### src/common/instr_defs.sv
// Opcodes, compressed-instruction codes and memory sizes for the fetch front end.
// Imported by every RTL module and by the testbench.

package instr_defs;

  // Width of the fetch read window.
  localparam int MemBusWidth = 32;

  // Canonical addi x0,x0,0, issued as the bubble after any redirect.
  localparam logic [31:0] Nop = 32'h0000_0013;

  // Major opcodes of full-size instructions.
  localparam logic [6:0] OpJal    = 7'b110_1111;  // Direct jump and link.
  localparam logic [6:0] OpBranch = 7'b110_0011;  // B-type conditional branch.

  // Low two bits that mark a full-size instruction.
  localparam logic [1:0] QuadFull = 2'b11;

  // Compressed quadrant C1 and the funct3 codes used by fetch.
  localparam logic [1:0] QuadC1 = 2'b01;
  localparam logic [2:0] C1Jal  = 3'b001;  // c.jal, RV32 only.
  localparam logic [2:0] C1J    = 3'b101;  // c.j.
  localparam logic [2:0] C1Beqz = 3'b110;  // c.beqz.
  localparam logic [2:0] C1Bnez = 3'b111;  // c.bnez.

  // Instruction memory depth, 1 KiB in halfwords.
  localparam int ImemHalfwords = 512;
  localparam int ImemAddrBits  = $clog2(ImemHalfwords);

  // Each bank holds every other halfword.
  localparam int ImemBankDepth = ImemHalfwords / 2;
  localparam int ImemBankBits  = ImemAddrBits - 1;

  // Size of the APB byte window covered by the memory.
  localparam int ImemBytes = ImemHalfwords * 2;

  // Sequential PC steps in halfwords.
  localparam logic [31:1] PcStepC    = 31'd1;
  localparam logic [31:1] PcStepFull = 31'd2;

endpackage : instr_defs

### src/fetch/riscv_decoder_br.sv
// Flags conditional branches in the fetched halfword, both B-type and c.beqz/c.bnez.
// The lower halfword is enough to tell both forms apart.

`timescale 1ns/100ps

module riscv_decoder_br
  import instr_defs::*;
(
  input  logic [15:0] instr,
  output logic        br
);

  logic       is_full;
  logic       is_c1;
  logic [2:0] c_funct3;
  logic       br_full;
  logic       br_comp;

  assign is_full  = (instr[1:0] == QuadFull);
  assign is_c1    = (instr[1:0] == QuadC1);
  assign c_funct3 = instr[15:13];

  // Full-size B-type, opcode checked above the size bits.
  assign br_full = is_full && (instr[6:2] == OpBranch[6:2]);

  // Compressed compare-with-zero branches.
  assign br_comp = is_c1 && ((c_funct3 == C1Beqz) || (c_funct3 == C1Bnez));

  assign br = br_full || br_comp;

endmodule : riscv_decoder_br

### src/fetch/riscv_decoder_j_no_rr.sv
// Flags direct jumps that fetch can resolve on its own: jal, c.j and c.jal.
// jalr and c.jr need a register value and are left to later stages.

`timescale 1ns/100ps

module riscv_decoder_j_no_rr
  import instr_defs::*;
(
  input  logic [15:0] instr,
  output logic        j
);

  logic       j_full;
  logic       j_comp;
  logic [2:0] c_funct3;

  assign c_funct3 = instr[15:13];

  assign j_full = (instr[6:0] == OpJal);  // Size bits are part of the opcode.

  assign j_comp = (instr[1:0] == QuadC1) &&
                  ((c_funct3 == C1J) || (c_funct3 == C1Jal));

  assign j = j_full || j_comp;

endmodule : riscv_decoder_j_no_rr

### src/fetch/riscv_decoder_j_no_rr_imm.sv
// Extracts the sign-extended byte offset of a direct jump.
// Handles the J-type layout of jal and the CJ layout of c.j/c.jal; valid only while j is set.

`timescale 1ns/100ps

module riscv_decoder_j_no_rr_imm
  import instr_defs::*;
(
  input  logic [31:0] instr,
  output logic [31:0] imm
);

  logic        is_full;
  logic [31:0] imm_j;
  logic [31:0] imm_cj;

  assign is_full = (instr[1:0] == QuadFull);

  // J-type holds imm[20|10:1|11|19:12] in bits 31:12.
  assign imm_j = {
    {12{instr[31]}},
    instr[19:12],
    instr[20],
    instr[30:21],
    1'b0
  };

  // CJ format holds offset[11|4|9:8|10|6|7|3:1|5] in bits 12:2.
  assign imm_cj = {
    {20{instr[12]}},
    instr[12],    // offset[11]
    instr[8],     // offset[10]
    instr[10:9],  // offset[9:8]
    instr[6],     // offset[7]
    instr[7],     // offset[6]
    instr[2],     // offset[5]
    instr[11],    // offset[4]
    instr[5:3],   // offset[3:1]
    1'b0
  };

  assign imm = is_full ? imm_j : imm_cj;

endmodule : riscv_decoder_j_no_rr_imm

### src/fetch/if_stage.sv
// Fetch stage: holds the PC, picks redirect, jump target or sequential step,
// and registers the fetched instruction into the d0 outputs.

`timescale 1ns/100ps

module if_stage
  import instr_defs::*;
(
  input  logic                   clk,
  input  logic                   rst_n,
  input  logic                   fetch_hold,
  input  logic                   pc_update,
  input  logic [           31:1] pc_in,
  input  logic [MemBusWidth-1:0] fetch_data,
  output logic [           31:1] fetch_addr,
  output logic [           31:1] pc_out,
  output logic [           31:0] instr_d0,
  output logic [           31:1] pc_d0,
  output logic                   compressed_d0,
  output logic                   br_d0,
  output logic                   valid_d0
);

  logic [31:1] pc;
  logic        compressed;
  logic        j;
  logic [31:0] jimm;
  logic        br;
  logic [31:1] pc_seq;
  logic [31:1] pc_jump;
  logic [31:0] instr_fetched;

  assign compressed = (fetch_data[1:0] != QuadFull);

  assign pc_seq  = pc + (compressed ? PcStepC : PcStepFull);
  assign pc_jump = pc + jimm[31:1];  // Offset is relative to the jump itself.

  // A compressed instruction leaves the upper half of the window unused.
  assign instr_fetched = compressed ? {16'h0000, fetch_data[15:0]} : fetch_data[31:0];

  always_ff @(posedge clk or negedge rst_n) begin
    if (!rst_n) begin
      pc            <= '0;  // Boot address.
      pc_d0         <= '0;
      instr_d0      <= '0;
      compressed_d0 <= 1'b0;
      br_d0         <= 1'b0;
      valid_d0      <= 1'b0;
    end else if (fetch_hold) begin
      valid_d0 <= 1'b0;  // Everything else stays frozen.
    end else begin
      valid_d0 <= 1'b1;
      pc_d0    <= pc;
      if (pc_update) begin
        pc            <= pc_in;
        instr_d0      <= Nop;
        compressed_d0 <= 1'b0;
        br_d0         <= 1'b0;
      end else if (j) begin
        pc            <= pc_jump;
        instr_d0      <= Nop;
        compressed_d0 <= compressed;  // Keeps the jump's size for the link value.
        br_d0         <= 1'b0;
      end else begin
        pc            <= pc_seq;
        instr_d0      <= instr_fetched;
        compressed_d0 <= compressed;
        br_d0         <= br;
      end
    end
  end

  riscv_decoder_br u_dec_br (
    .instr (fetch_data[15:0]),
    .br    (br)
  );

  riscv_decoder_j_no_rr u_dec_j (
    .instr (fetch_data[15:0]),
    .j     (j)
  );

  riscv_decoder_j_no_rr_imm u_dec_j_imm (
    .instr (fetch_data[31:0]),
    .imm   (jimm)
  );

  assign fetch_addr = pc;
  assign pc_out     = pc;

endmodule : if_stage

### config.mk
export PLATFORM = sky130hd
export DESIGN_NAME = if_stage
export DESIGN_NICKNAME = d
export VERILOG_FILES = /design/src/common/instr_defs.sv /design/src/fetch/riscv_decoder_br.sv /design/src/fetch/riscv_decoder_j_no_rr.sv /design/src/fetch/riscv_decoder_j_no_rr_imm.sv /design/src/fetch/if_stage.sv
export SDC_FILE = /design/constraint.sdc
export NUM_CORES = 1
export LEC_CHECK = 0
export BUFFER_PORTS_ARGS = -buffer_cell sky130_fd_sc_hd__buf_2
export CORE_MARGIN = 3
export CORE_UTILIZATION = 45
export CTS_BUF_LIST = sky130_fd_sc_hd__clkbuf_8
export DETAILED_ROUTE_END_ITERATION = 7
export HOLD_SLACK_MARGIN = 0.02
export PLACE_DENSITY = 0.7
export SLEW_MARGIN = 15
export SYNTH_ARGS = -nofsm -noshare
export SYNTH_HDL_FRONTEND = slang
export SYNTH_SLANG_ARGS = --single-unit
export TNS_END_PERCENT = 1
### constraint.sdc
create_clock -name clk -period 3 [get_ports clk]
set_clock_uncertainty 0.1 [all_clocks]
set_input_delay 0.6 -clock clk [delete_from_list [all_inputs] [get_ports clk]]
set_output_delay 0.6 -clock clk [all_outputs]
set_load 0.02 [all_outputs]
Word-level counts from Yosys, hierarchy flattened
Cells that the tools add are included.

Register bits: 97. Bits in latches: 0. Memory bits (writable): 0. ROM bits: 0. Memories: 0.

$add $sub $neg: 2. Multiply operators: 0. Divide/modulo/power cells: 0. $lt $le $gt $ge: 0. Eq/ne operators: 9. Shift-type cells: 0. Mux-type cells: 11. Bitwise logic cells: 0. Reductions and logical operators: 7.

Operators by type and width (number): $mux W32 (4); $mux W31 (2); $add A31 B2 Y31 (1); $add A31 B31 Y31 (1); $eq A3 B3 Y1 const B (3); $eq A7 B7 Y1 const B (1); $eq A5 B5 Y1 const B (1); $logic_or A1 B1 Y1 (4); $mux W1 (4); $eq A3 B1 Y1 const B (1); $logic_and A1 B1 Y1 (3); $eq A2 B1 Y1 const B (1); $eq A2 B2 Y1 const B (1); $mux W2 (1); $ne A2 B2 Y1 const B (1).

Depth between registers and ports, before layout
Depth in word-level cells: 6. Gate-level depth with buffers: 17. Depth with buffers taken out: 16.

Modules after synthesis
A second synthesis with hierarchy kept.

Cell total of the unflattened synthesis: 639. Area total of the unflattened synthesis: 6301.0 um2.

By module, submodules not included: if_stage (instances 1, cells each 594, area an instance 5911.9 um2, sequential area each 2427.3 um2); riscv_decoder_j_no_rr_imm (instances 1, cells each 37, area an instance 321.6 um2, sequential area each 0.0 um2); riscv_decoder_br (instances 1, cells each 4, area an instance 37.5 um2, sequential area each 0.0 um2); riscv_decoder_j_no_rr (instances 1, cells each 4, area an instance 30.0 um2, sequential area each 0.0 um2).

Worst setup path after synthesis
No wires, ideal clock.

Path kind: input-to-reg. From: input fetch_data[1]. To: register pc, in the netlist fetch_addr[27]. Setup time: 0.141 ns. Arrival: 3.547 ns. Slack: -0.788 ns. Stages: 17. Path buffers: 1. Cells stage by stage: and2_1 nand3_1 nor3_1 nor2_1 clkbuf_1 o21ai_0 o21ai_0 ha_1 fa_1 a21oi_2 nor3_2 o211ai_2 o31a_4 o31ai_4 a2111oi_1 a41o_1 a311oi_1.

Word-level cells in the longest chain between the ends: 5. Elaborated cells between the ends (all ways): 12.

RTL lines: from (decl) (RTL line if_stage.sv:14) `input logic [MemBusWidth-1:0] fetch_data,`; $ne A2 B2 Y1, or another cell as far along (RTL line if_stage.sv:33) `assign compressed = (fetch_data[1:0] != QuadFull);`; $mux W2, or another cell as far along (RTL line if_stage.sv:35) `assign pc_seq = pc + (compressed ? PcStepC : PcStepFull);`; $add A31 B2 Y31, or another cell as far along (RTL line if_stage.sv:35); $mux W31 * (RTL line if_stage.sv:59) `end else if (j) begin`; $mux W31 * (RTL line if_stage.sv:54) `if (pc_update) begin`; to (signal assigned) (RTL line if_stage.sv:55) `pc <= pc_in;`; to (signal assigned) (RTL line if_stage.sv:60) `pc <= pc_jump;`; to (signal assigned) (RTL line if_stage.sv:65) `pc <= pc_seq;`; to (decl) (RTL line if_stage.sv:24) `logic [31:1] pc;`.

Every way passes the cells marked *; elsewhere a longest branch is shown, timed or not. A chain may end at the register's enable or synchronous reset.

Worst setup path after layout
From: input fetch_data[0]. To: register pc, in the netlist fetch_addr[27].

The elaborated chain is that of the path after synthesis.

==> summary.txt <==
Register area -> 2430 um2
Die X -> 122 um
Row count -> 41
Post-synth top area cell -> dfrtp_1
Die Height -> 122 um
Synthesis-stage register bit count -> 97
Required time worst endpoint -> 3.20 ns
RD Place Congestion -> 0.900
Synthesis Warnings -> 0
Vias in the first global route -> 5617
Fillers -> 1052
Antenna violations before repair -> 1
Worst path slowest cell -> o31a_4
Fin crit share -> 109%
Crit path cell chain -> buf_8 -> and2_4 -> nand3_4 -> nor3_4 -> nor2_4 -> buf_4 -> a21oi_1 -> ha_1 -> nand2_1 -> nor3_2 -> o211ai_2 -> o31a_4 -> o31ai_4 -> a2111oi_2 -> a41o_1 -> a311oi_1
Synth Cell Area -> 6020 um2
Distinct cells, synth -> 66
Sequential cell area fraction in the yosys report -> 40.3%
Crit. End Element -> register
DR DRC count -> 0
I/O Pins -> 195
Wire per inst -> 17.6 um
Post-synthesis xor/xnor area fraction -> 3.64%
Clk_lat worst skew -> 0.40 ns
CTS Sinks -> 97
Synth Area in Compound Gates -> 24.6%
Clock buffer depth -> 2
VDD IR-drop max -> 229 uV
Final Util -> 64.1%
Initial core utilization -> 46.8%
Pre-antenna DRT Iters -> 4
Critical Path AT -> 3.47 ns
Core footprint -> 12900 um2
Multiplexer area fraction after synthesis -> 5.92%
Slew Limit Headroom -> 51.0%
Top cells by area, synth -> dfrtp_1 (40%), ha_1 (6.2%), mux2_2 (5.4%), a21oi_1 (5.2%), nand2_1 (4.7%)
DRT antenna net count -> 0
PortBufs -> 194
CTS tree -> done
Area Growth Syn to Fin -> 37.1%
Final HPWL DP -> 14300 um
Delay of the slowest critical-path stage -> 0.34 ns
Syn_nets -> 731
Final-report hold violation count -> 0
PD cells -> 502 nW/um2
Hold Buf Count CTS -> 0
Initial DRC Count -> 391
PnR worst setup slack -> -0.269 ns
Mapped Cells -> 633
Clock root cell -> clkbuf_8
Post-synth ARST share -> 100%
Vias -> 5811
Post-synthesis adder-cell area fraction -> 6.57%
Status -> complete, but fails checks
Slew @ Worst Pin -> 0.735 ns
Final #Nets -> 994
Unrepaired setup endpoints after global routing -> true
Htree depth -> 3
Failing checks -> setup timing
Leak pwr -> 4.23 nW
Syn avg cell area -> 9.51 um2
Setup crit start kind -> input pin
Congestion Overflow GR -> 0
WP buf/inv -> 2
Slew Limit Fails -> 0
Post-Synth Simple-Gate Area -> 10.7%
Share of the synthesized area in the top cell type -> 40.3%
First-pass GRT wire length -> 29800 um
CP top delay family -> compound AO/OA/AOI/OAI gates
Gr usage total -> 25.6%
Max-Cap Viols -> 0
Wirelength, routed -> 18900 um
Main combinational cell family by area after synthesis -> compound AO/OA/AOI/OAI gates
Num CTS Buffers -> 9
Final Setup Violations -> 22
Period minus WS final -> 3.27 ns
Pin count of the biggest net entering global routing -> 66
Crit Path Max Fanout -> 6
Die ar. -> 14800 um2
Fmax -> 306 MHz
CP Class -> in -> reg
Clock Pin Slew Worst Setup and Hold Paths -> 0.10 ns
Area occupied by multi-input gates -> 3350 um2
Ys flop type -> dfrtp_1
Number of synthesized flops with an enable pin -> 0
Layout cells sized above 1 -> 46.8%
Hold Path Class -> in -> async
Vias per inst -> 5.41
WHS -> 0.126 ns
## registers in the layout (all words and copies together), names as in the netlist
register and flops:
br_d0 1, compressed_d0 1, instr_d0 32, pc_d0 31
valid_d0 1, fetch_addr 31
## where the power goes
part | internal [mW] | switching, mW | total [mW]
clock network | 0.496 | 0.501 | 0.997
logic | 0.647 | 0.871 | 1.52
registers | 1.47 | 0.155 | 1.63
total | 2.62 | 1.53 | 4.14
## area by class of cell
type,count,share of cell area [%]
Antenna cell,1,0.0303
Clock buffer,10,1.67
Clock inverter,6,1.09
Inverter,18,0.833
Multi-Input combinational cell,449,40.6
Sequential cell,97,29.4
Tap cell,172,2.61
Timing Repair Buffer,321,23.8
## cells in the final DEF, fill, tap and decap left out, types with 21 or more instances in the layout
| cell | n |
|---|---|
| nand2_1 | 73 |
| o21ai_0 | 28 |
| buf_4 | 124 |
| ha_1 | 21 |
| a21oi_1 | 52 |
| buf_2 | 190 |
| mux2_2 | 28 |
| a22o_1 | 22 |
| nor2_1 | 22 |
| dfrtp_1 | 97 |
## cells in the mapped netlist (3+ instances only)
| cell type | instances |
|---|---|
| a31oi_1 | 5 |
| clkbuf_1 | 28 |
| xnor2_1 | 19 |
| o31ai_1 | 3 |
| mux2_2 | 29 |
| buf_2 | 3 |
| o221ai_1 | 5 |
| dfrtp_1 | 97 |
| nand2_1 | 75 |
| a21oi_1 | 63 |
| mux2i_1 | 3 |
| a22o_1 | 22 |
| nor3_1 | 11 |
| nor2_1 | 23 |
| o21ai_0 | 37 |
| a21o_1 | 21 |
| ha_1 | 30 |
| o21bai_1 | 3 |
| buf_6 | 5 |
| inv_1 | 17 |
| nor3b_1 | 4 |
| o21a_1 | 20 |
| xor2_1 | 6 |
| o21ai_1 | 3 |
| nand4_1 | 6 |
| buf_4 | 32 |
| nor2b_1 | 4 |
| o211ai_1 | 7 |
| nand3_1 | 5 |
## per-stage QoR
stage          setup slack (ns)  instances  TNS [ns]  power, mW  cell area, um2
2_1_floorplan            -0.488        633     -5.97       2.57            6060
3_3_place_gp             -0.985       1046    -18.98       3.09            7700
3_5_place_dp             -0.976       1046    -20.68       3.12            7700
4_1_cts                  -0.178       1072     -1.52       4.14            8140
5_1_grt                  -0.436       1074     -6.87       4.37            8260
6_report                 -0.269       1074     -2.90       4.14            8260
## cell families (layout without fill, tap and decap cells)
| family | count (synthesis) | in the layout |
|---|---|---|
| AND/OR/NAND/NOR | 142 | 143 |
| XOR/XNOR | 25 | 25 |
| flip-flops | 97 | 97 |
| other | 0 | 1 |
| adder cells (fa/ha/maj) | 31 | 31 |
| buffers and inverters | 88 | 355 |
| multiplexers | 32 | 32 |
| AO/OA/AOI/OAI | 218 | 218 |
## repair_timing
item,in CTS,in global routing
endpoints found under the setup margin,26,24
hold endpoints to repair,0,0
pin swaps,35,13
resized for setup,35,25
gates cloned,1,0
buffers inserted,9,1
## final timing paths
| check | start | endpoint | slack, ns | cells after the start |
|---|---|---|---|---|
| max | fetch_data[0] | fetch_addr[27] | -0.27 | 16 |
| min | rst_n | pc_d0[8] | 0.13 | 1 |
| max reg2reg | fetch_addr[4] | fetch_addr[27] | 0.31 | 10 |
| min reg2reg | pc_d0[22] | pc_d0[22] | 0.39 | 2 |
| max in group asynchronous | rst_n | instr_d0[5] | 1.83 | 2 |
| min in group clk | fetch_data[11] | instr_d0[11] | 0.35 | 2 |
## routing by layer
layer	up-vias	wire length [um]	track usage (%)	share of wire, %
li1	2783	-	-	-
met1	2811	9170	37.8	48
met2	185	8410	39.0	44
met3	32	868	2.97	4.6
met4	0	463	9.17	2.4
met5	-	0	0	0
No activity file was read; power rests on OpenSTA's default activity.
